### src/hw/tawas_pkg.sv
// shared constants for the load/store subsystem, imported by every module and the testbench
`default_nettype none

package tawas_pkg;

    localparam logic [11:0] apb_ctrl = 12'h000;
    localparam logic [11:0] apb_op = 12'h004;
    localparam logic [11:0] apb_dir = 12'h008;
    localparam logic [11:0] apb_dir_addr = 12'h00c;
    localparam logic [11:0] apb_status = 12'h010;
    localparam logic [11:0] apb_reg_base = 12'h020;    // eight words, 4 bytes apart

    localparam int op_store = 14;
    localparam int op_ptr_upd = 13;
    localparam int op_size_hi = 12;
    localparam int op_size_lo = 11;
    localparam int op_off_lsb = 6;                      // 5-bit offset field
    localparam int op_ptr_lsb = 3;
    localparam int op_data_lsb = 0;

    localparam logic [1:0] sz_byte = 2'b00;
    localparam logic [1:0] sz_half = 2'b01;
    localparam logic [1:0] sz_word = 2'b10;             // any code with the high bit set is a word

    localparam int ls_load_latency = 3;
    localparam int dmem_words = 256;

    localparam logic [1:0] st_idle = 2'd0;
    localparam logic [1:0] st_issue = 2'd1;
    localparam logic [1:0] st_wait = 2'd2;

endpackage

`default_nettype wire

### src/hw/tawas_ls_ctrl.sv
// APB slave and issue FSM: holds the operation registers, starts one operation and tracks completion
`default_nettype none

module tawas_ls_ctrl
    import tawas_pkg::*;
(
    input  wire         clk,
    input  wire         rst,

    input  wire  [11:0] paddr,
    input  wire         psel,
    input  wire         penable,
    input  wire         pwrite,
    input  wire  [31:0] pwdata,
    output logic [31:0] prdata,
    output logic        pready,
    output logic        pslverr,

    input  wire         op_end,
    input  wire  [7:0]  rcn_count,

    input  wire  [31:0] reg_rdata,
    output logic        reg_we,
    output logic [2:0]  reg_sel,
    output logic [31:0] reg_wdata,

    output logic        issue,
    output logic        ls_op_vld,
    output logic        ls_dir_vld,
    output logic [14:0] ls_op,
    output logic        ls_dir_store,
    output logic [2:0]  ls_dir_sel,
    output logic [31:0] ls_dir_addr
);

    logic [1:0] state;
    logic       issue_dir;
    logic [7:0] done_cnt;
    logic       busy;
    logic       acc;
    logic       wr_acc;
    logic       hit_ctrl;
    logic       hit_op;
    logic       hit_dir;
    logic       hit_addr;
    logic       hit_status;
    logic       hit_reg;
    logic       start;

    assign acc = psel && penable;
    assign wr_acc = acc && pwrite;
    assign busy = state != st_idle;

    assign hit_ctrl = paddr == apb_ctrl;
    assign hit_op = paddr == apb_op;
    assign hit_dir = paddr == apb_dir;
    assign hit_addr = paddr == apb_dir_addr;
    assign hit_status = paddr == apb_status;
    assign hit_reg = paddr[11:5] == apb_reg_base[11:5];

    assign start = wr_acc && hit_ctrl && !busy && (pwdata[1:0] != 2'b00);

    assign pready = 1'b1;
    assign pslverr = acc && ((hit_ctrl && pwrite && busy) || (hit_reg && busy) ||
                             !(hit_ctrl || hit_op || hit_dir || hit_addr || hit_status || hit_reg));

    assign reg_sel = paddr[4:2];
    assign reg_wdata = pwdata;
    assign reg_we = wr_acc && hit_reg && !busy;

    always_comb
    begin
        prdata = 32'd0;
        if (hit_reg)
            prdata = reg_rdata;
        else if (hit_op)
            prdata = {17'd0, ls_op};
        else if (hit_dir)
            prdata = {28'd0, ls_dir_store, ls_dir_sel};
        else if (hit_addr)
            prdata = ls_dir_addr;
        else if (hit_status)
            prdata = {8'd0, rcn_count, done_cnt, 7'd0, busy};
    end

    always_ff @(posedge clk or posedge rst)
    begin
        if (rst)
        begin
            state <= st_idle;
            issue_dir <= 1'b0;
            done_cnt <= 8'd0;
        end
        else
        begin
            case (state)
                st_idle:
                    if (start)
                    begin
                        state <= st_issue;
                        issue_dir <= !pwdata[0];    // op word wins when both bits are set
                    end
                st_issue:
                    state <= st_wait;
                default:
                    if (op_end)
                    begin
                        state <= st_idle;
                        done_cnt <= done_cnt + 8'd1;
                    end
            endcase
        end
    end

    always_ff @(posedge clk)
    begin
        if (wr_acc && hit_op)
            ls_op <= pwdata[14:0];
        if (wr_acc && hit_dir)
        begin
            ls_dir_store <= pwdata[3];
            ls_dir_sel <= pwdata[2:0];
        end
        if (wr_acc && hit_addr)
            ls_dir_addr <= pwdata;
    end

    assign issue = state == st_issue;
    assign ls_op_vld = issue && !issue_dir;
    assign ls_dir_vld = issue && issue_dir;

endmodule

`default_nettype wire

### config.mk
export PLATFORM = sky130hd
export DESIGN_NAME = tawas_ls_ctrl
export DESIGN_NICKNAME = d
export VERILOG_FILES = /design/src/hw/tawas_pkg.sv /design/src/hw/tawas_ls_ctrl.sv
export SDC_FILE = /design/constraint.sdc
export NUM_CORES = 1
export LEC_CHECK = 0
export BUFFER_PORTS_ARGS = -buffer_cell sky130_fd_sc_hd__buf_2
export CORE_MARGIN = 2
export CORE_UTILIZATION = 45
export DETAILED_ROUTE_END_ITERATION = 7
export PLACE_DENSITY = 0.89
export SYNTH_ARGS = -nofsm -noshare
export SYNTH_HDL_FRONTEND = slang
export SYNTH_SLANG_ARGS = --single-unit
### constraint.sdc
create_clock -name clk -period 7.3 [get_ports clk]
set_input_delay 1.46 -clock clk [delete_from_list [all_inputs] [get_ports clk]]
set_output_delay 1.46 -clock clk [all_outputs]
set_load 0.03 [all_outputs]
==> results.json <==
{
  "status": "finished clean",
  "cts_root_buf": "clkbuf_8",
  "seqPwrFrac": 0.503,
  "rsz0062_at_grt": "false",
  "leakagePower_nw": 2.00,
  "grt_pass1_wl_mm": 14.1,
  "fmax_mhz": 193,
  "relSlewSlack": 0.121,
  "period_needed_ns": 5.19,
  "synth_top_cell_by_area": "edfxtp_1",
  "numClockSinks": 62,
  "critPathMostFrequentCell": "buf_2",
  "finClkSkew_ns": 0.00537,
  "synthTopCellsByArea": "edfxtp_1, dfrtp_1, buf_4, nand3_1, a22oi_1",
  "worstPathMaxFanout": 20,
  "syn2layout_area_growth_pct": 33.0,
  "setup_viol": 0,
  "wire_per_inst_um": 17.5,
  "grt_max_degree": 33,
  "cts-resized-gates": 0,
  "irDropWorstVdd_mv": 0.191,
  "path_depth": 6,
  "startpoint_type": "input port",
  "core_um2": 7180,
  "numCtsBuffers": 9,
  "synth.distinct_cells": 40,
  "io_pins": 214,
  "worst_pin_slew_ns": 1.31,
  "fin_crit_sh": 0.711,
  "path_buf_inv": 2,
  "hp-class": "reg2reg",
  "vias": 3015,
  "p_switching_uw": 219,
  "floorplan.initialDensity": 0.459,
  "die-area_um2": 8020,
  "synthCells": 289,
  "ys_ff_latch": 62,
  "r2r_cells": 4,
  "r2r_start": "state[1]",
  "async_flop_share": 0.177,
  "gr-usage-all-layers": 0.235,
  "dp_slack_ns": 2.11,
  "clock_power_share": 0.361,
  "power_frac_comb": 0.136,
  "die_x_um": 89.6,
  "ys_warn_count": 0,
  "die_h_um": 89.6,
  "antenna_found_initial": 0,
  "port-buffer-count": 212,
  "ys_seq_area_frac": 0.548,
  "post-route-util": 0.610,
  "htree_levels": 3,
  "cellInternalPower_uw": 595,
  "finalHoldViolCount": 0,
  "cp-end-kind": "output pin",
  "cts_hold_buffers": 0,
  "synth.top_cell.area_share": 0.465,
  "fin_ws_ns": 2.11,
  "syn_area_per_cell_um2": 11.4,
  "placement_rows": 31,
  "crit_chain": "buf_2 -> or4_4 -> nor3_2 -> a22oi_1 -> nand2_1 -> buf_2",
  "drive_above_1_share": 0.535,
  "synth_flop_cell": "edfxtp_1",
  "drc": 0,
  "routed_wl_mm": 9.98,
  "cts_tree": "yes",
  "num_antenna_cells": 0,
  "syn-num-nets": 380,
  "whs_path_depth": 1,
  "drt_iter0_drc": 278,
  "critPathKind": "in2out",
  "place_hpwl_mm": 7.59,
  "crit_required_ns": 5.84,
  "synth_area_um2": 3290,
  "p_sw_frac": 0.269,
  "postCtsSetupBuffers": 0,
  "critPathSlowestCell": "nor3_2",
  "critPathLaunch": "paddr[10]",
  "hp-start": "done_cnt[7]",
  "synth_edf_count": 51,
  "antenna_left": 0,
  "clk_pin_slew_ns": 0.07,
  "viasPerCell": 5.29,
  "drt_first_pass_iters": 5,
  "powerDensity_nw_per_um2": 186,
  "cts.path.max_buffers": 2,
  "clk-insertion-delay-late_ns": 0.33,
  "first_global_vias": 2740,
  "gp_congestion": 0.858,
  "max_stage_delay_ns": 1.01,
  "final_nets": 557,
  "arrival_ns": 3.73,
  "fin_tns_setup_ns": 0,
  "globalRouteOverflowTotal": 0,
  "crit_family": "simple AND/OR/NAND/NOR gates",
  "maxSlewViolCount": 0,
  "maxCapViolations": 0
}
## path summary, 6_finish.rpt
path | end | slack, ns
worst min register to register | done_cnt[7] | 0.49
min in group asynchronous | issue_dir | 1.12
worst max-delay path | prdata[5] | 2.11
worst max register to register | issue_dir | 5.92
worst min-delay path | done_cnt[7] | 0.49
max in group asynchronous | done_cnt[1] | 5.87
## cell usage after synthesis, drive strengths merged (2+ instances only)
master,count
nand4,3
inv,3
and2,2
a22oi,15
edfxtp,51
nor4b,3
mux2,5
buf,44
or4,2
nor4,4
nand3,27
a22o,11
clkbuf,6
dfrtp,11
a21oi,18
o22a,7
or2,5
nor2,12
nor2b,4
o311a,2
nand2,30
nor3,4
a32oi,2
xnor2,4
xor2,4
## stage by stage
step | hold slack, ns | power [mW] | instance area (µm²) | instances
6_report | 0.491 | 0.814 | 4380 | 570
4_1_cts | 0.494 | 0.819 | 4380 | 570
2_1_floorplan | 0.446 | 0.488 | 3290 | 289
5_1_grt | 0.498 | 0.847 | 4380 | 570
3_3_place_gp | 0.481 | 0.522 | 4190 | 554
3_5_place_dp | 0.484 | 0.527 | 4190 | 554
## power by group through the flow
stage	logic (mW)	clock network (mW)	registers, mW
floorplan	0.0753	0	0.413
global placement	0.107	0	0.415
detailed placement	0.111	0	0.416
CTS	0.111	0.299	0.409
global route	0.122	0.314	0.411
finish	0.111	0.294	0.409
## cell type report
| type | instances | area [µm²] |
|---|---|---|
| Sequential cell | 62 | 1810 |
| Fill cell | 598 | 2800 |
| Clock buffer | 10 | 128 |
| Clock inverter | 6 | 62.6 |
| Inverter | 4 | 15.0 |
| Timing Repair Buffer | 216 | 1090 |
| Tap cell | 99 | 124 |
| Multi-Input combinational cell | 173 | 1150 |
## flip-flops by register name (all words and copies together), names as in the netlist
name          count
state             2
ls_op            15
ls_dir_store      1
ls_dir_addr      32
issue_dir         1
ls_dir_sel        3
done_cnt          8
## layer usage
layer  up-vias  global-route usage  share of wire
met5         -                   0              0
met4         0              0.0787          0.016
met3        15              0.0526          0.072
met2       158               0.379           0.50
met1      1435               0.315           0.42
li1       1407                   -              -
## worst reg2reg max path: cells and delay by family, from the launching register on
| family | cells | cell delay [ns] |
|---|---|---|
| compound gates | 1 | 0.15 |
| flops | 1 | 0.46 |
| simple gates | 3 | 0.70 |
## cell usage in the layout, fill, tap and decap left out, types with 2 or more instances in the layout
| cell | n |
|---|---|
| buf_2 | 212 |
| edfxtp_1 | 51 |
| nand2_1 | 30 |
| nand3_1 | 27 |
| a21oi_1 | 18 |
| a22oi_1 | 15 |
| nor2_1 | 12 |
| a22o_1 | 11 |
| dfrtp_1 | 11 |
| clkbuf_8 | 9 |
| o22a_1 | 7 |
| mux2_2 | 5 |
| xor2_1 | 4 |
| xnor2_1 | 4 |
| or2_2 | 4 |
| buf_4 | 4 |
| nor3_1 | 3 |
| nor2b_1 | 3 |
| nand4_1 | 3 |
| inv_1 | 3 |
| clkinvlp_4 | 3 |
| or4_4 | 2 |
| nor4_2 | 2 |
| nor4_4 | 2 |
| and2_1 | 2 |
| nor4b_1 | 2 |
| a32oi_1 | 2 |
| o311a_1 | 2 |
| clkinv_2 | 2 |
## cell families (layout without fill, tap and decap cells)
| family | count (synthesis) | after routing | share of synthesized area |
|---|---|---|---|
| adders and majority gates | 1 | 1 | 0.00380 |
| buffers and inverters | 54 | 236 | 0.109 |
| and+or+nand+nor | 99 | 99 | 0.166 |
| DFF | 62 | 62 | 0.548 |
| xor gates and xnor gates | 8 | 8 | 0.0213 |
| AOI/OAI and AO/OA | 59 | 59 | 0.133 |
| muxes | 5 | 5 | 0.0171 |
| other | 1 | 1 | 0.00114 |
No activity file was read; power rests on OpenSTA's default activity.
