$ cat src/hw/tawas_regfile.sv
// eight-entry register file with the load/store read and write ports and a host access port
`default_nettype none

module tawas_regfile
(
    input  wire         clk,
    input  wire         rst,

    input  wire  [2:0]  ls_ptr_sel,
    input  wire  [2:0]  ls_store_sel,
    output logic [31:0] ls_ptr,
    output logic [31:0] ls_store,

    input  wire         ls_ptr_upd_vld,
    input  wire  [2:0]  ls_ptr_upd_sel,
    input  wire  [31:0] ls_ptr_upd,

    input  wire         ls_load_vld,
    input  wire  [2:0]  ls_load_sel,
    input  wire  [31:0] ls_load,

    input  wire         reg_we,
    input  wire  [2:0]  reg_sel,
    input  wire  [31:0] reg_wdata,
    output logic [31:0] reg_rdata
);

    logic [31:0] regs [8];

    always_ff @(posedge clk or posedge rst)
    begin
        if (rst)
        begin
            for (int i = 0; i < 8; i++)
                regs[i] <= 32'd0;
        end
        else
        begin
            for (int i = 0; i < 8; i++)
            begin
                if (ls_load_vld && (ls_load_sel == 3'(i)))
                    regs[i] <= ls_load;             // load data beats a pointer update
                else if (ls_ptr_upd_vld && (ls_ptr_upd_sel == 3'(i)))
                    regs[i] <= ls_ptr_upd;
                else if (reg_we && (reg_sel == 3'(i)))
                    regs[i] <= reg_wdata;
            end
        end
    end

    assign ls_ptr = regs[ls_ptr_sel];
    assign ls_store = regs[ls_store_sel];
    assign reg_rdata = regs[reg_sel];

endmodule

`default_nettype wire

$ cat config.mk
export PLATFORM = sky130hd
export DESIGN_NAME = tawas_regfile
export DESIGN_NICKNAME = d
export VERILOG_FILES = /design/src/hw/tawas_regfile.sv
export SDC_FILE = /design/constraint.sdc
export NUM_CORES = 1
export LEC_CHECK = 0
export ABC_AREA = 0
export BUFFER_PORTS_ARGS = -buffer_cell sky130_fd_sc_hd__buf_2
export CAP_MARGIN = 20
export CORE_MARGIN = 2
export CORE_UTILIZATION = 40
export CTS_CLUSTER_SIZE = 10
export DETAILED_ROUTE_END_ITERATION = 8
export REMOVE_ABC_BUFFERS = 1
export SLEW_MARGIN = 20
export SYNTH_ARGS = -nofsm -noshare
export SYNTH_HDL_FRONTEND = slang
export SYNTH_SLANG_ARGS = --single-unit
export TNS_END_PERCENT = 100
$ cat constraint.sdc
create_clock -name clk -period 6.7 [get_ports clk]
set_input_delay 0.335 -clock clk [delete_from_list [all_inputs] [get_ports clk]]
set_output_delay 0.335 -clock clk [all_outputs]
set_load 0.05 [all_outputs]
==> run metrics, run 1 <==
WL final=86,770 um; clk slew on worst S/H paths=approximately 0.06 ns; Slew headroom=a little under a fifth; combinational power share=40.1%; worst vdd ir=0.1915 mV; Placed Cells=2,555; Routability Congestion=about 0.88; Hold Crit Start=ls_load[11]; Psw=2551 uW; CP startpoint kind=primary input; die width=232.8 um; endpoints failing hold=0; FF-to-FF Start=regs[190]; pin count of the biggest net entering global routing=131; Final Skew=0 ns; final net count=just over 2,000; FP Rows=83; PwrDens=between 200 and 300 nW/um^2; Final setup viols=0; Sw Share=about 40%; # port buffers=roughly 210; CTS hold repair buffers=0; Setup Fix Bufs, Post-CTS=0; worst reg-to-reg setup slack=5.65 ns; reg2reg path depth=2; CTS max path bufs=3; vias in the first global route=19,208; layout cell share with drive strength beyond 1=around 32%; synthesized flop and latch total=~260; CTS tree=done; MaxCap Viol Count=0; IO Count=212; CTS buffer count=30; critical path peak fanout=33; Clock Power Share=23.9%; post-DR vias/cell=7.323; Fmax=about 0.31 GHz; Post-CTS Resized=0; outcome=completed; final core occ=44.28%; WP data arrival=2.86 ns; # DRC=0; GRT Overall Usage=31.80%; Hold Path Class=in2reg; clock root buffer=clkbuf_16; DPL Wire Length=50,290 um; Largest register FFs=256; Regs by FF count=regs (256); YS warnings=0; aggregate global routing overflow=0; Antenna Nets Post-Route=0; fin crit share=47.72%; Req. time, crit path=~6.4 ns; post-synth cell types=28; Min Clock Period, post-route=around 3.2 ns; initial antenna violation count=6; worst setup path startpoint=ls_store_sel[1]; Post-Syn Area=20,940 sq um; post-synthesis cell count=1,950; RSZ-0062 raised after global routing=no; internal power=3815 uW; first-pass GRT wire length=128,600 um; Layout Cells excl Fill=2,602; max-slew violations=0; Sink Count=256; die footprint=54,180 sq um; static leakage=0.009693 uW; Top reg by flops=regs; drt pass-1 iters=7; setup tns final=0 ns; WL/cell=33.35 um; routed vias=between 15,000 and 20,000; worst-skew pair later-pin latency=around 0.57 ns; Worst Tran Pin Value=1.219 ns; area delta synth->final=8.959%; starting density of the core=40.64%; fill cell count=4,792; Reg power frac=a little over a third; H-tree levels=1; worst hold path depth=3; core footprint=51,510 sq um; worst hold margin=around 0.10 ns; mean area per synthesized cell=10.74 sq um; Die Y=232.8 um; Crit. End Element=output pin; Seq/Total Area, Yosys=slightly above 30%; Crit Path Class=in2out; total power=6365 uW; initial DRC count=2,461
==> path summary, 6_finish.rpt <==
kind,to
worst max-delay path,ls_store[0]
worst min-delay path,regs[11]
worst max register to register,regs[190]
worst min register to register,regs[183]
max in group asynchronous,regs[86]
min in group asynchronous,regs[103]
==> cell usage after synthesis <==
master | n | area, sq um
inv_1 | 1 | 3.750
and4_1 | 3 | 26.28
nand4bb_1 | 3 | 33.78
or4bb_1 | 3 | 33.78
nor4bb_1 | 6 | 60.06
nor4_1 | 256 | 1602
nand4_1 | 2 | 12.51
o21a_1 | 7 | 52.55
nor4b_4 | 2 | 47.55
buf_6 | 5 | 56.30
a211oi_1 | 243 | 1824
nand4b_2 | 2 | 30.03
o21a_2 | 1 | 8.760
and4b_1 | 9 | 90.09
and4bb_2 | 3 | 37.54
buf_2 | 114 | 570.6
nor4b_2 | 1 | 15.01
or4b_1 | 2 | 20.02
buf_4 | 20 | 150.1
a211oi_2 | 13 | 162.7
mux4_2 | 192 | 4324
mux2_2 | 96 | 1081
clkbuf_1 | 140 | 525.5
mux2i_1 | 256 | 2562
dfrtp_1 | 256 | 6406
buf_1 | 54 | 202.7
nand4b_1 | 4 | 35.03
nor2_1 | 256 | 960.9
==> layout make-up <==
class | instances | area [sq um] | share of cell area [%]
diodes | 3 | 7.507 | 0.03291
clock buffers | 38 | 812.0 | 3.560
clock inverters | 2 | 10.01 | 0.04388
inverters | 1 | 11.26 | 0.04937
multi-input cells | 1360 | 13200 | 57.88
flip-flops and latches | 256 | 6406 | 28.08
well taps | 680 | 850.8 | 3.730
repair buffers | 262 | 1509 | 6.615
==> routing by layer <==
metal / track usage, % / wire [um]
met1: 43.38 / 33540
met2: 47.49 / 38720
met3: 8.321 / 10960
met4: 14.19 / 3516
met5: 0 / 32
==> power groups by stage <==
stage	logic [uW]	registers (uW)	clock network (uW)
2_1_floorplan	1890	2130	0
3_3_place_gp	2480	2260	0
3_5_place_dp	2530	2290	0
4_1_cts	2540	2270	1520
5_1_grt	2690	2320	1580
6_report	2550	2300	1520
==> logic make-up (layout without fill, tap and decap cells) <==
logic type             Yosys count  count (layout)  synth area share [%]
DFF                            256             256                 30.60
other                            0               3                     0
muxes                          544             544                 38.06
AOI/OAI and AO/OA              264             264                 9.784
buffers and inverters          334             303                 7.208
and+or+nand+nor                552             552                 14.35
==> metrics by stage <==
stage,instance area [sq um],setup WS [ns]
floorplan,19430,-0.6767
global placement,21890,3.351
detailed placement,21890,3.320
CTS,22710,3.500
global route,22810,3.387
finish,22810,3.503
==> placed cells by master (no fill, tap or decap), types with 4 or more instances in the layout <==
master / synthesis / layout
a211oi_1: 243 / 243
a211oi_2: 13 / 13
and4b_1: 9 / 5
and4b_2: 0 / 4
buf_2: 114 / 207
buf_4: 20 / 50
clkbuf_1: 140 / 6
clkbuf_16: 0 / 31
dfrtp_1: 256 / 256
mux2_2: 96 / 96
mux2i_1: 256 / 256
mux4_2: 192 / 192
nand4b_1: 4 / 4
nor2_1: 256 / 256
nor4_1: 256 / 256
nor4bb_4: 0 / 6
o21a_1: 7 / 6
==> critical path, stage by stage <==
cell,delay (ns)
buf_2,0.77
buf_4,0.63
mux4_2,0.57
mux2_2,0.30
buf_2,0.22
Note: power is estimated with default switching activity, not from simulation.
==> inputs of run 2 (changes only) <==
clock period = 2.6 ns   (was 6.7 ns; I/O delays follow)
==> run 2 against run 1 <==
Non-clock buffer count is 208 higher. Clock skew unchanged. Utilization is 4.2 points higher. Power grew to 2.6 times the previous value. Sequential power rose to 2.6 times the previous value. Critical path type is now reg2out. Highest routed layer unchanged.
==> run metrics, run 2 (synthesis results as in run 1) <==
Psw=6638 uW; Sw Share=39.43%; Largest register FFs=256; fin crit share=84.17%; starting density of the core=40.64%; Routability Congestion=0.8948; CTS tree=done; drt pass-1 iters=6; final net count=2,235; max-slew violations=0; worst-skew pair later-pin latency=between 0.5 and 0.6 ns; worst vdd ir=0.5346 mV; aggregate global routing overflow=0; first-pass GRT wire length=~130,000 um; WL/cell=around 32 um; initial antenna violation count=6; Final Skew=0 ns; Die Y=232.8 um; Regs by FF count=regs (256); Crit. End Element=output pin; clock root buffer=clkbuf_16; Clock Power Share=23.4%; DPL Wire Length=between 50,000 and 60,000 um; total power=16,840 uW; CTS max path bufs=3; area delta synth->final=19.28%; WP data arrival=2.06 ns; MaxCap Viol Count=0; clk slew on worst S/H paths=approximately 0.060 ns; most frequent cells in the layout=mux2i_1 (256), nor4_1 (256), nor2_1 (256), dfrtp_1 (256), a211oi_1 (243); core footprint=between 50,000 and 60,000 sq um; final instance area=24,970 sq um; # DRC=0; post-DR vias/cell=just over 7; static leakage=0.01067 uW; initial DRC count=2,453; Fmax=0.4570 GHz; CTS buffer count=30; WL final=89,870 um; Crit Path Class=reg2out; Post-CTS Resized=0; die footprint=around 54,000 sq um; pin count of the biggest net entering global routing=70; FP Rows=83; IO Count=212; Min Clock Period, post-route=2.188 ns; combinational power share=41.5%; GRT Overall Usage=32.72%; H-tree levels=1; Antenna Nets Post-Route=0; layout cell share with drive strength beyond 1=31.69%; PwrDens=674.3 nW/um^2; fill cell count=4,668; Worst Tran Pin Value=1.038 ns; Hold Path Class=in2async; outcome=completed; Final setup viols=0; Top reg by flops=regs; die width=232.8 um; Reg power frac=35.1%; routed vias=19,835; internal power=10,200 uW; # port buffers=211; critical path peak fanout=4; Slew headroom=between 30% and 40%; endpoints failing hold=0; CP startpoint kind=flop; placed cell areas=22,530 sq um; Sink Count=between 200 and 300; vias in the first global route=20,411; RSZ-0062 raised after global routing=no; Req. time, crit path=2.47 ns
[run 2: cell type report]
type | instances | area, sq um | area share (%)
clock inverter | 1 | 5.005 | 0.02004
multi-input combinational | 1360 | 13190 | 52.83
inverter | 1 | 11.26 | 0.04509
antenna | 2 | 5.005 | 0.02004
sequential | 256 | 6406 | 25.65
clock buffer | 39 | 835.8 | 3.347
tap | 680 | 850.8 | 3.407
timing repair buffer | 470 | 3666 | 14.68
[run 2: final timing paths]
check / end / depth (start not counted) / startpoint / slack (ns)
setup / recovery: ls_store[21] / 3 / regs[53] / 0.41
hold / removal: regs[46] / 3 / rst / 0.16
setup reg to reg: regs[244] / 3 / regs[244] / 1.03
hold reg to reg: regs[1] / 2 / regs[1] / 0.69
max in group asynchronous: regs[20] / 4 / rst / 1.67
min in group clk: regs[1] / 5 / ls_load_vld / 0.39
[run 2: stage by stage]
step           util, %  hold slack (ns)  setup WS (ns)  cells  setup TNS, ns
2_1_floorplan        -           0.3001         -4.572   1617       -1246.62
3_3_place_gp     43.75           0.2485         0.4444   2609              0
3_5_place_dp     43.75           0.2401         0.4232   2609              0
4_1_cts          48.43           0.1982         0.4209   2806              0
5_1_grt          48.47           0.2168         0.3512   2808              0
6_report         48.48           0.1618         0.4116   2809              0
[run 2: routing by layer]
layer | track usage (%) | part of all wire, % | vias to the layer above
met5 | 0 | 0.051 | -
met4 | 16.88 | 5.4 | 8
met3 | 8.223 | 12 | 329
met2 | 50.45 | 45 | 1545
met1 | 42.59 | 38 | 9964
li1 | - | - | 7989
[run 2: worst max-delay path, stage by stage, from the launching register on]
cell,delay (ns)
dfrtp_1,0.41
mux4_2,0.51
mux2_2,0.33
buf_2,0.23
[run 2: power groups by stage]
stage / sequential [uW] / combinational, uW / clock, uW
after global placement: 5830 / 6490 / 0
final: 5910 / 6980 / 3940
after global routing: 5990 / 7330 / 4080
after detailed placement: 5900 / 6600 / 0
after floorplan: 5490 / 4880 / 0
after CTS: 5830 / 6920 / 3930
[run 2: timing repair]
action,CTS,global route
setup buffers,0,0
hold buffers,157,0
hold endpoints to repair,318,0
==> inputs of run 3 (changes only) <==
ABC_AREA = 1   (was 0)
clock period = 2.1 ns   (was 2.6 ns; I/O delays follow)
==> run 3 against run 2 <==
Power increased by 20%. First-iteration DRC count increased by 81%. Worst hold slack got worse by 0.15 ns. Clock skew unchanged. Non-clock buffer count decreased by 51. Sequential share of layout area decreased by 0.80 points. Register-to-register slack improved by 0.34 ns. Utilization decreased by 1.5 points. Wire length increased by 22%. Setup slack got worse by 0.31 ns. Combinational power about the same.
==> run metrics, run 3 <==
H-tree levels=2; FP Rows=86; Post-synth top cells=nand2_1 (1,552), nand3_1 (740), o21ai_0 (406), dfrtp_1 (256), clkbuf_1 (176); Layout Cells excl Fill=4,667; IO Count=212; clock root buffer=clkbuf_16; vias in the first global route=25,828; routed vias=between 20,000 and 30,000; starting density of the core=40.25%; Top FF cell, synth=dfrtp_1; RSZ-0062 raised after global routing=no; Slew headroom=25.60%; Min Clock Period, post-route=1.994 ns; Worst Tran Pin Value=1.114 ns; post-synthesis cell count=3,861; CP startpoint kind=flop; post-synth cell types=17; share of the synthesized area in the top cell type=about 29%; Final setup viols=0; Die Y=239.0 um; GRT Overall Usage=37.74%; CTS buffer count=35; Sink Count=256; Hold Path Class=in2reg; placed cell areas=24,010 sq um; Antenna Nets Post-Route=0; initial DRC count=approximately 4,400; reg2reg path depth=2; mean area per synthesized cell=5.721 sq um; post-synth top area cell=dfrtp_1; initial antenna violation count=4; most frequent cells in the layout=nand2_1 (1,534), nand3_1 (736), o21ai_0 (405); CTS max path bufs=3; Fmax=0.5014 GHz; PwrDens=785.6 nW/um^2; CTS tree=done; Final Skew=0 ns; WL final=around 110,000 um; post-DR vias/cell=roughly 6.1; DPL Wire Length=68,950 um; worst vdd ir=~0.46 mV; core footprint=54,880 sq um; outcome=completed; endpoints failing hold=0; WL/cell=23.52 um; first-pass GRT wire length=163,900 um; Req. time, crit path=2.00 ns; layout cell share with drive strength beyond 1=11.52%; Top reg by flops=regs; most common cell in the netlist=nand2_1; total power=20,250 uW; main area contributors after synthesis=dfrtp_1 (29%), nand2_1 (26%), nand3_1 (17%); aggregate global routing overflow=0; die footprint=57,110 sq um; Clock Power Share=29.6%; worst hold path depth=5; Routability Congestion=~0.94; pin count of the biggest net entering global routing=94; Psw=around 8600 uW; commonest non-fill, non-tap cell in the layout=nand2_1; YS warnings=0; final instance area=25,770 sq um; # DRC=0; area delta synth->final=16.68%; Placed Cells=4,537; clk slew on worst S/H paths=0.06 ns; Largest register FFs=roughly 260; internal power=11,600 uW; combinational power share=34.5%; Crit. End Element=output pin; Sw Share=42.72%; worst-skew pair later-pin latency=0.57 ns; Crit Path Class=reg2out; critical path peak fanout=4; MaxCap Viol Count=0; worst hold margin=0.007180 ns; fin crit share=94.97%; Regs by FF count=regs (256); Post-synth EDFFs=0; # port buffers=211; Setup Fix Bufs, Post-CTS=0; static leakage=0.01298 uW; Async SR Flop Fraction=100.0%; Seq/Total Area, Yosys=between 20 and 30%; Post-Syn Area=22,090 sq um; WP data arrival=~1.9 ns; synthesized flop and latch total=256; Reg power frac=35.9%; final net count=4,052; max-slew violations=0; drt pass-1 iters=7; die width=about 240 um
==> run 3: kinds of logic (layout without fill, tap and decap cells) <==
group	after synthesis	count (layout)	synth area share, %
buffers and inverters	512	610	9.760
AOI/OAI and AO/OA	542	542	12.28
other	0	4	0
DFF	256	256	29.00
and+or+nand+nor	2551	2551	48.95
==> run 3: repair_timing <==
item,CTS,global route
gates resized for setup,0,1
endpoints found under the setup margin,0,1
endpoints found under the hold margin,439,0
hold buffers,66,0
==> run 3: worst paths after layout <==
check	start	end	slack, ns
max	regs[33]	ls_ptr[1]	0.11
min	ls_load[22]	regs[246]	0.007
max reg2reg	regs[63]	regs[63]	1.37
min reg2reg	regs[65]	regs[65]	0.48
max in group asynchronous	rst	regs[14]	1.26
min in group asynchronous	rst	regs[221]	0.09
==> run 3: power by group through the flow <==
stage          clock, uW  sequential, uW  combinational (uW)
2_1_floorplan          0            6800                4480
3_3_place_gp           0            7270                6670
3_5_place_dp           0            7250                6740
4_1_cts             5980            7180                6870
5_1_grt             6180            7360                7630
6_report            5990            7270                6990
==> run 3: layout make-up <==
| cell class | instances | area [sq um] |
|---|---|---|
| Clock buffer | 54 | 1027 |
| Inverter | 131 | 500.5 |
| Tap cell | 704 | 880.8 |
| Multi-Input combinational cell | 3093 | 13650 |
| Antenna cell | 4 | 10.01 |
| Clock inverter | 6 | 66.31 |
| Fill cell | 5824 | 29110 |
| Sequential cell | 256 | 6406 |
| Timing Repair Buffer | 419 | 3231 |
==> run 3: worst max-delay path: stages (launching register included) <==
cell,delay [ns]
dfrtp_1,0.40
o21ai_0,0.10
o21ai_0,0.40
nand2_1,0.09
nand2_1,0.08
buf_2,0.25
==> run 3: stage by stage <==
step           worst slack, ns   TNS, ns  util, %
2_1_floorplan           -5.047  -2055.71        -
3_3_place_gp            0.2623         0    43.75
4_1_cts                0.09253         0    46.94
5_1_grt                0.01266         0    46.95
6_report                0.1057         0    46.96
3_5_place_dp            0.2476         0    43.75
==> run 3: routing by layer <==
metal  global-route usage, %  up-vias  wire [um]
met3                   10.01      392      15140
met1                   50.59    13082      42500
li1                        -    12818          -
met5                 0.08658        -         14
met2                   55.85     2207      46420
met4                   18.92        2       5677
