### src/hw/tawas_pkg.sv
// shared constants for the load/store subsystem, imported by every module and the testbench
`default_nettype none

package tawas_pkg;

    localparam logic [11:0] apb_ctrl = 12'h000;
    localparam logic [11:0] apb_op = 12'h004;
    localparam logic [11:0] apb_dir = 12'h008;
    localparam logic [11:0] apb_dir_addr = 12'h00c;
    localparam logic [11:0] apb_status = 12'h010;
    localparam logic [11:0] apb_reg_base = 12'h020;    // eight words, 4 bytes apart

    localparam int op_store = 14;
    localparam int op_ptr_upd = 13;
    localparam int op_size_hi = 12;
    localparam int op_size_lo = 11;
    localparam int op_off_lsb = 6;                      // 5-bit offset field
    localparam int op_ptr_lsb = 3;
    localparam int op_data_lsb = 0;

    localparam logic [1:0] sz_byte = 2'b00;
    localparam logic [1:0] sz_half = 2'b01;
    localparam logic [1:0] sz_word = 2'b10;             // any code with the high bit set is a word

    localparam int ls_load_latency = 3;
    localparam int dmem_words = 256;

    localparam logic [1:0] st_idle = 2'd0;
    localparam logic [1:0] st_issue = 2'd1;
    localparam logic [1:0] st_wait = 2'd2;

endpackage

`default_nettype wire

### src/hw/tawas_ls_timer.sv
// tracks the load latency of the issued operation and counts ring-bus requests for status
`default_nettype none

module tawas_ls_timer
    import tawas_pkg::*;
(
    input  wire        clk,
    input  wire        rst,
    input  wire        issue,
    input  wire        rcn_cs,
    output logic       op_end,
    output logic [7:0] rcn_count
);

    localparam int cnt_w = $clog2(ls_load_latency + 1);

    logic [cnt_w-1:0] cnt;

    always_ff @(posedge clk or posedge rst)
    begin
        if (rst)
            cnt <= '0;
        else if (issue)
            cnt <= cnt_w'(ls_load_latency);
        else if (cnt != '0)
            cnt <= cnt - 1'b1;
    end

    assign op_end = cnt == cnt_w'(1);                // same cycle as the load writeback

    always_ff @(posedge clk or posedge rst)
    begin
        if (rst)
            rcn_count <= 8'd0;
        else if (rcn_cs)
            rcn_count <= rcn_count + 8'd1;
    end

endmodule

`default_nettype wire

### config.mk
export PLATFORM = sky130hd
export DESIGN_NAME = tawas_ls_timer
export DESIGN_NICKNAME = d
export VERILOG_FILES = /design/src/hw/tawas_pkg.sv /design/src/hw/tawas_ls_timer.sv
export SDC_FILE = /design/constraint.sdc
export NUM_CORES = 1
export LEC_CHECK = 0
export BUFFER_PORTS_ARGS = -buffer_cell sky130_fd_sc_hd__buf_2
export CAP_MARGIN = 0
export CORE_MARGIN = 3
export CORE_UTILIZATION = 30
export CTS_CLUSTER_SIZE = 14
export DETAILED_ROUTE_END_ITERATION = 16
export HOLD_SLACK_MARGIN = 0.06
export SLEW_MARGIN = 20
export SYNTH_ARGS = -nofsm -noshare
export SYNTH_HDL_FRONTEND = slang
export SYNTH_SLANG_ARGS = --single-unit
### constraint.sdc
create_clock -name clk -period 1.4 [get_ports clk]
set_input_delay 0.14 -clock clk [delete_from_list [all_inputs] [get_ports clk]]
set_output_delay 0.14 -clock clk [all_outputs]
set_load 0.1 [all_outputs]
==> results.md, run 1 <==
* Status: completed
* Core region area at 1370 um2
* RSZ-0062 raised after global routing: false
* Sink Count at 10
* Die Wd at 45.1 um
* Adder-cell share of the synthesized area at 8.17%
* Post-Syn Nets at 44
* Max stage delay cell, worst path: buf_2
* Hold Buf Count CTS at 1
* GR Overflow Total at 0
* DRC viols at 0
* Total CTS buffers at 3
* IO Pins at 13
* Row count at 13
* Post-synthesis register bit count at 10
* Hold violation count in the final report at 0
* WP depth at 1
* Detailed Place HPWL at 573 um
* Clock Skew at 0.00749 ns
* Fmax achieved at 0.788 GHz
* Total setup buffers inserted after CTS at 0
* CP Launch Type: flip-flop
* Worst hold path endpoint: cnt[1]$_DFFE_PP0P_
* Fillers at 141
* Antenna Cells at 0
* Top Family by Delay on Critical Path: buffers and inverters
* CP Capture Type: output port
* Antenna violations before repair at 0
* Clock Latency Late Sink at 0.26 ns
* Min-delay worst type: in2reg
* Share of post-route cells with drive strength above 1 at 50.0%
* Crit-path max FO at 5
* CP required at 1.26 ns
* Pin count of the biggest net entering global routing at 11
* Cell variety after synth at 15
* Syn Area/Cell at 12.4 um2
* Vias in the first global route at 298
* Die area at 2040 um2
* Seq/Total Area, Yosys at 54.5%
* Post_cts resized at 0
* Reg clk slew, reported paths at 0.07 ns
* Die H at 45.1 um
* Mux cell area share after synthesis at 4.63%
* Critical Path AT at 1.13 ns
* Initial Utilization at 33.6%
* DR iter-0 viols at 3
* Simple-gate share of the synthesized area at 15.0%
* Iteration count of the initial detailed-routing pass at 4
* Reg2reg setup slack at 0.24 ns
* Final max-slew violation count at 0
* Area delta synth->final at 32.4%
* Root buffer cell: clkbuf_4
* GRT Total Usage at 9.39%
* CP Cell Sequence: buf_2
* WL/cell at 11.3 um
* Global-route wire length before repair at 1.31 mm
* Fin crit period at 1.27 ns
* RR Startpoint: cnt[0]$_DFFE_PP0P_
* Max-Slew Margin vs Limit at 67.8%
* FF-to-FF End: cnt[1]$_DFFE_PP0P_
* Antenna viol nets, final at 0
* Finished Layout Cells at 69
* I/O Buffers at 12
* Synth Instances at 37
* Final setup fails at 0
* Post-placement cell count at 64
* Critical setup path kind: reg2out
* CTS tree: done
* Max clock buf depth at 2
* Largest family of logic cells by synthesized area: XOR/XNOR gates
* MaxCap Viol Count at 0
* Setup TNS at 0 ns
* Hold Crit Depth at 2
* Via density at 4.67
* Path depth of the worst reg2reg path at 4
* Hold Startpoint: issue
* Post-Synth XOR/XNOR Area at 15.3%
* GP Congestion at 0.699
* H-tree depth at 1
* DR vias at 322
* Synth Warn # at 0
* Final wirelength at 779 um
* Largest stage delay, worst path at 0.44 ns
* Area fraction in compound gates after synthesis at 0%
* WP buf/inv at 1
* Least-Margin Pin Slew at 0.487 ns
* Synth Cell Area at 459 um2
* Nets at 62
* Fin crit share at 90.6%
-- flip-flops by register name (all words and copies together) (netlist names) --
signal,cells
cnt,2
rcn_count,8
-- cell usage after synthesis --
cell | instances | area, um2
dfrtp_1 | 10 | 250
xnor2_1 | 4 | 35.0
xor2_1 | 4 | 35.0
ha_1 | 3 | 37.5
inv_1 | 3 | 11.3
nand2_1 | 3 | 11.3
nand4_1 | 2 | 12.5
and3_1 | 1 | 6.26
mux2_2 | 1 | 11.3
mux2i_1 | 1 | 10.0
nand2b_1 | 1 | 6.26
nand4_2 | 1 | 12.5
nor2_1 | 1 | 3.75
nor3_2 | 1 | 10.0
or2_2 | 1 | 6.26
-- final cells by class --
class                   instances  area (um2)  share of cell area (%)
clock buffers                   4        36.3                    5.97
flip-flops and latches         10         259                    42.6
well taps                      15        18.8                    3.09
inverters                       3        11.3                    1.85
repair buffers                 13        85.1                    14.0
multi-input cells              24         198                    32.5
-- placed cells by master, fill, tap and decap left out --
| cell type | count |
|---|---|
| buf_2 | 11 |
| dfrtp_2 | 7 |
| xnor2_1 | 4 |
| xor2_1 | 4 |
| inv_1 | 3 |
| nand2_1 | 3 |
| ha_1 | 3 |
| clkbuf_4 | 3 |
| dfrtp_1 | 3 |
| nand4_1 | 2 |
| mux2i_1 | 1 |
| or2_2 | 1 |
| mux2_2 | 1 |
| nand4_2 | 1 |
| nor2_1 | 1 |
| and3_1 | 1 |
| nand2b_1 | 1 |
| nor3_2 | 1 |
| clkbuf_8 | 1 |
| dlygate4sd3_1 | 1 |
| buf_12 | 1 |
-- how the worst max path moves through the flow --
stage / from / endpoint / slack (ns)
after floorplan: rcn_count[0]$_DFFE_PP0P_ / rcn_count[1]$_DFFE_PP0P_ / 0.02
after global placement: cnt[0]$_DFFE_PP0P_ / cnt[1]$_DFFE_PP0P_ / 0.27
after detailed placement: cnt[0]$_DFFE_PP0P_ / cnt[1]$_DFFE_PP0P_ / 0.24
after CTS: rcn_count[2]$_DFFE_PP0P_ / rcn_count[2] / 0.12
after global routing: cnt[1]$_DFFE_PP0P_ / op_end / 0.05
final: rcn_count[2]$_DFFE_PP0P_ / rcn_count[2] / 0.13
-- cells by family (layout without fill, tap and decap cells) --
| kind of cell | Yosys count | in the layout |
|---|---|---|
| flops | 10 | 10 |
| xor+xnor | 8 | 8 |
| buf+inv | 3 | 20 |
| fa+ha+maj | 3 | 3 |
| mux | 2 | 2 |
| simple gates | 11 | 11 |
-- metal layers --
| metal | GRT usage, % | part of all wire (%) |
|---|---|---|
| met1 | 12.2 | 45 |
| met2 | 12.1 | 46 |
| met3 | 7.57 | 9.8 |
| met4 | 1.75 | 0 |
| met5 | 0 | 0 |
-- metrics by stage --
step	instance area, um2	hold WS (ns)	setup slack [ns]	util (%)
2_1_floorplan	468	-0.0203	0.0217	-
3_3_place_gp	562	0.137	0.272	41.1
3_5_place_dp	562	0.139	0.244	41.1
4_1_cts	608	0.0658	0.115	44.5
5_1_grt	608	0.0603	0.0526	44.5
6_report	608	0.0747	0.131	44.5
Power of run 1 is left out: the tool's default activity adds up to more than one toggle a clock period on the data nets, which glitch-free logic cannot reach.
==> inputs of run 2 (changes only) <==
CORE_AREA = 3 3 40 42   (was unset)
CORE_MARGIN = unset   (was 3)
CORE_UTILIZATION = unset   (was 30)
DIE_AREA = 0 0 43 45   (was unset)
==> run 2 against run 1 <==
  * Die area shrank 5.0%
  * Clock skew shrank 0.0033 ns
  * Non-clock buffer count is the same
==> results.md, run 2 (synthesis gave the netlist of run 1 again) <==
* Least-Margin Pin Slew at 0.493 ns
* Top Family by Delay on Critical Path: buffers and inverters
* Fin crit period at 1.25 ns
* Max clock buf depth at 2
* Max-Slew Margin vs Limit at 67.4%
* Min-delay worst type: in2reg
* Total setup buffers inserted after CTS at 0
* Iteration count of the initial detailed-routing pass at 2
* Row count at 13
* Largest register FFs at 8
* CP Capture Type: output port
* CTS tree: done
* Antenna viol nets, final at 0
* Hold violation count in the final report at 0
* Most common cell after layout, fill and taps aside: buf_2
* Initial Utilization at 35.7%
* Global-route wire length before repair at 1.19 mm
* Root buffer cell: clkbuf_4
* Hold Buf Count CTS at 1
* Reg clk slew, reported paths at 0.07 ns
* IO Pins at 13
* Status: completed
* CP Launch Type: flip-flop
* Clock Skew at 0.00416 ns
* WP buf/inv at 1
* Nets at 62
* Top Registers: rcn_count (8), cnt (2)
* Die Wd at 43 um
* Antenna violations before repair at 0
* Final max-slew violation count at 0
* H-tree depth at 1
* Final setup fails at 0
* CP required at 1.26 ns
* Via density at 4.55
* Pin count of the biggest net entering global routing at 11
* CP Cell Sequence: buf_2
* Clock Latency Late Sink at 0.26 ns
* GP Congestion at 0.656
* Commonest cells after routing, fill and taps aside: 11 x buf_2, 7 x dfrtp_2, 4 x xnor2_1, 4 x xor2_1
* Sink Count at 10
* Multi-input logic area at 198 um2
* Die H at 45 um
* Die area at 1940 um2
* Fin crit share at 89.2%
* Max stage delay cell, worst path: buf_2
* DRC viols at 0
* Total CTS buffers at 3
* Share of post-route cells with drive strength above 1 at 50.0%
* Fmax achieved at 0.801 GHz
* Post_cts resized at 0
* Critical Path AT at 1.11 ns
* MaxCap Viol Count at 0
* Area delta synth->final at 32.4%
* Critical setup path kind: reg2out
* DR iter-0 viols at 2
* Antenna Cells at 0
* Largest Register: rcn_count
* Detailed Place HPWL at 561 um
* DR vias at 314
* I/O Buffers at 12
* Core region area at 1280 um2
* RSZ-0062 raised after global routing: false
* WL/cell at 10.3 um
* Fillers at 128
* GR Overflow Total at 0
* GRT Total Usage at 8.58%
* Largest stage delay, worst path at 0.44 ns
* Setup TNS at 0 ns
* FF/Latch Area at 259 um2
* Vias in the first global route at 290
* Crit-path max FO at 5
* Final wirelength at 709 um
run 2: cell counts in the layout (fill, tap and decap cells not counted):
Identical to the previous run, type by type.
run 2: layer usage:
layer,up-vias,wire length (um),part of all wire (%),GRT usage [%]
li1,156,-,-,-
met1,151,337,48,10.2
met2,7,329,46,12.6
met3,0,42,5.9,2.79
met4,0,0,0,7.23
met5,-,0,0,0
run 2: through the flow:
| step | setup slack, ns | std cells | hold slack [ns] | instance area (um2) | util, % |
|---|---|---|---|---|---|
| 6_report | 0.152 | 69 | 0.0759 | 608 | 47.3 |
| 5_1_grt | 0.101 | 69 | 0.0721 | 608 | 47.3 |
| 4_1_cts | 0.133 | 69 | 0.0650 | 608 | 47.3 |
| 3_5_place_dp | 0.256 | 64 | 0.136 | 562 | 43.7 |
| 3_3_place_gp | 0.269 | 64 | 0.139 | 562 | 43.7 |
| 2_1_floorplan | 0.0217 | 37 | -0.0203 | 468 | - |
run 2: path summary, 6_finish.rpt:
path / endpoint / cells after the start / from / slack, ns
setup reg to reg: cnt[1]$_DFFE_PP0P_ / 4 / cnt[0]$_DFFE_PP0P_ / 0.25
hold reg to reg: rcn_count[7]$_DFFE_PP0P_ / 1 / rcn_count[7]$_DFFE_PP0P_ / 0.46
hold / removal: cnt[1]$_DFFE_PP0P_ / 2 / issue / 0.08
max in group asynchronous: rcn_count[1]$_DFFE_PP0P_ / 3 / rst / 0.70
setup / recovery: rcn_count[2] / 1 / rcn_count[2]$_DFFE_PP0P_ / 0.15
min in group asynchronous: rcn_count[7]$_DFFE_PP0P_ / 3 / rst / 0.40
run 2: worst reg2reg max path, delay by kind of cell (launching register included):
kind,cells,cell delay (ns)
and+or+nand+nor,1,0.26
muxes,1,0.12
adders and majority gates,1,0.22
DFF,1,0.38
buffers and inverters,1,0.05
run 2: final cells by class:
type	count	area share (%)
inverter	3	1.85
sequential	10	42.6
tap	15	3.09
multi-input combinational	24	32.5
clock buffer	4	5.97
timing repair buffer	13	14.0
Power of run 2 is left out for the same reason.
==> inputs of run 3 (changes only) <==
CELL_PAD_IN_SITES_DETAIL_PLACEMENT = 1   (was unset)
CELL_PAD_IN_SITES_GLOBAL_PLACEMENT = 2   (was unset)
CORE_AREA = unset   (was 3 3 40 42)
CORE_MARGIN = 3   (was unset)
CORE_UTILIZATION = 30   (was unset)
DIE_AREA = unset   (was 0 0 43 45)
PLACE_DENSITY_LB_ADDON = 0.1   (was unset)
==> run 3 against run 2 <==
  * Fmax increased by 0.54%
  * Global-route usage up 1.6 points
  * Die area increased by 5.2%
  * Count of clock-buffer cells in the layout stayed put
  * First-iteration DRC count is 50% lower
  * Highest routed layer unchanged
==> results.md, run 3 (synthesis gave the netlist of run 1 again) <==
* Status: completed
* RR Startpoint: cnt[0]$_DFFE_PP0P_
* CP Cell Sequence: buf_2
* CTS tree: done
* I/O Buffers at 12
* Nets at 62
* Final setup fails at 0
* Clock Latency Late Sink at 0.25 ns
* Row count at 13
* Die Wd at 45.1 um
* Die area at 2040 um2
* GP Congestion at 0.677
* Global-route wire length before repair at 1.52 mm
* RSZ-0062 raised after global routing: false
* Share of post-route cells with drive strength above 1 at 48.1%
* H-tree depth at 1
* MaxCap Viol Count at 0
* Post-route cell area at 598 um2
* CP Launch Type: flip-flop
* Total CTS buffers at 3
* Top Family by Delay on Critical Path: buffers and inverters
* IO Pins at 13
* Finished Core Util at 43.8%
* Pin count of the biggest net entering global routing at 11
* Final max-slew violation count at 0
* Sink Count at 10
* Hold Startpoint: issue
* Antenna Cells at 0
* Worst hold path endpoint: cnt[1]$_DFFE_PP0P_
* FF-to-FF End: cnt[1]$_DFFE_PP0P_
* Antenna violations before repair at 0
* GR Overflow Total at 0
* Detailed Place HPWL at 728 um
* Fillers at 167
* Vias in the first global route at 349
* DR vias at 324
* WL/cell at 12.7 um
* Critical setup path kind: reg2out
* Hold violation count in the final report at 0
* Fin crit share at 88.7%
* Fmax achieved at 0.805 GHz
* Clock Skew at 0.00473 ns
* Reg2reg setup slack at 0.20 ns
* Path depth of the worst reg2reg path at 4
* Crit-path max FO at 5
* Most common cell after layout, fill and taps aside: buf_2
* Largest stage delay, worst path at 0.44 ns
* Largest Register: rcn_count
* Top Registers: rcn_count (8), cnt (2)
* Min-delay worst type: in2reg
* Core region area at 1370 um2
* CP Capture Type: output port
* Die H at 45.1 um
* DR iter-0 viols at 1
* CP required at 1.26 ns
* Iteration count of the initial detailed-routing pass at 2
* Root buffer cell: clkbuf_4
* WP buf/inv at 1
* Reg clk slew, reported paths at 0.06 ns
* Antenna viol nets, final at 0
* Fin crit period at 1.24 ns
* Critical Path AT at 1.10 ns
* Max-Slew Margin vs Limit at 67.7%
* Setup TNS at 0 ns
* Via density at 4.70
* WHS at 0.0924 ns
* Max clock buf depth at 2
* Hold Crit Depth at 2
* Area delta synth->final at 30.2%
* Least-Margin Pin Slew at 0.488 ns
* Commonest cells after routing, fill and taps aside: 11 x buf_2, 7 x dfrtp_2, 4 x xnor2_1, 4 x xor2_1
* GRT Total Usage at 10.2%
* Max stage delay cell, worst path: buf_2
* Final wirelength at 877 um
* Initial Utilization at 33.6%
* Largest register FFs at 8
* Placed cell area at 562 um2
* Post_cts resized at 0
* DRC viols at 0
## run 3: worst max-delay path by stage
stage / start / end / slack (ns) / cells after the start
finish: rcn_count[2]$_DFFE_PP0P_ / rcn_count[2] / 0.16 / 1
global route: cnt[1]$_DFFE_PP0P_ / op_end / 0.10 / 3
CTS: rcn_count[2]$_DFFE_PP0P_ / rcn_count[2] / 0.15 / 1
detailed placement: cnt[0]$_DFFE_PP0P_ / cnt[1]$_DFFE_PP0P_ / 0.20 / 4
global placement: cnt[0]$_DFFE_PP0P_ / cnt[1]$_DFFE_PP0P_ / 0.28 / 4
floorplan: rcn_count[0]$_DFFE_PP0P_ / rcn_count[1]$_DFFE_PP0P_ / 0.02 / 2
## run 3: area by class of cell
type	instances	area, um2	share of cell area, %
Sequential cell	10	259	43.3
Multi-Input combinational cell	24	198	33.1
Timing Repair Buffer	13	85.1	14.2
Clock buffer	4	26.3	4.39
Tap cell	15	18.8	3.14
Inverter	3	11.3	1.88
## run 3: through the flow
| stage | cells | setup slack, ns |
|---|---|---|
| finish | 69 | 0.158 |
| global route | 69 | 0.105 |
| CTS | 69 | 0.154 |
| detailed placement | 64 | 0.197 |
| global placement | 64 | 0.281 |
| floorplan | 37 | 0.0217 |
## run 3: layer usage
metal / vias to the layer above / global-route usage [%] / part of all wire, %
met2: 11 / 15.3 / 46
li1: 154 / - / -
met4: 0 / 3.51 / 0
met1: 159 / 13.9 / 45
met3: 0 / 2.79 / 8.4
met5: - / 0 / 0
## run 3: what timing repair did
item / CTS / global route
hold buffers: 1 / 0
buffers inserted: 0 / 0
endpoints found under the hold margin: 10 / 0
Power of run 3 is left out for the same reason.
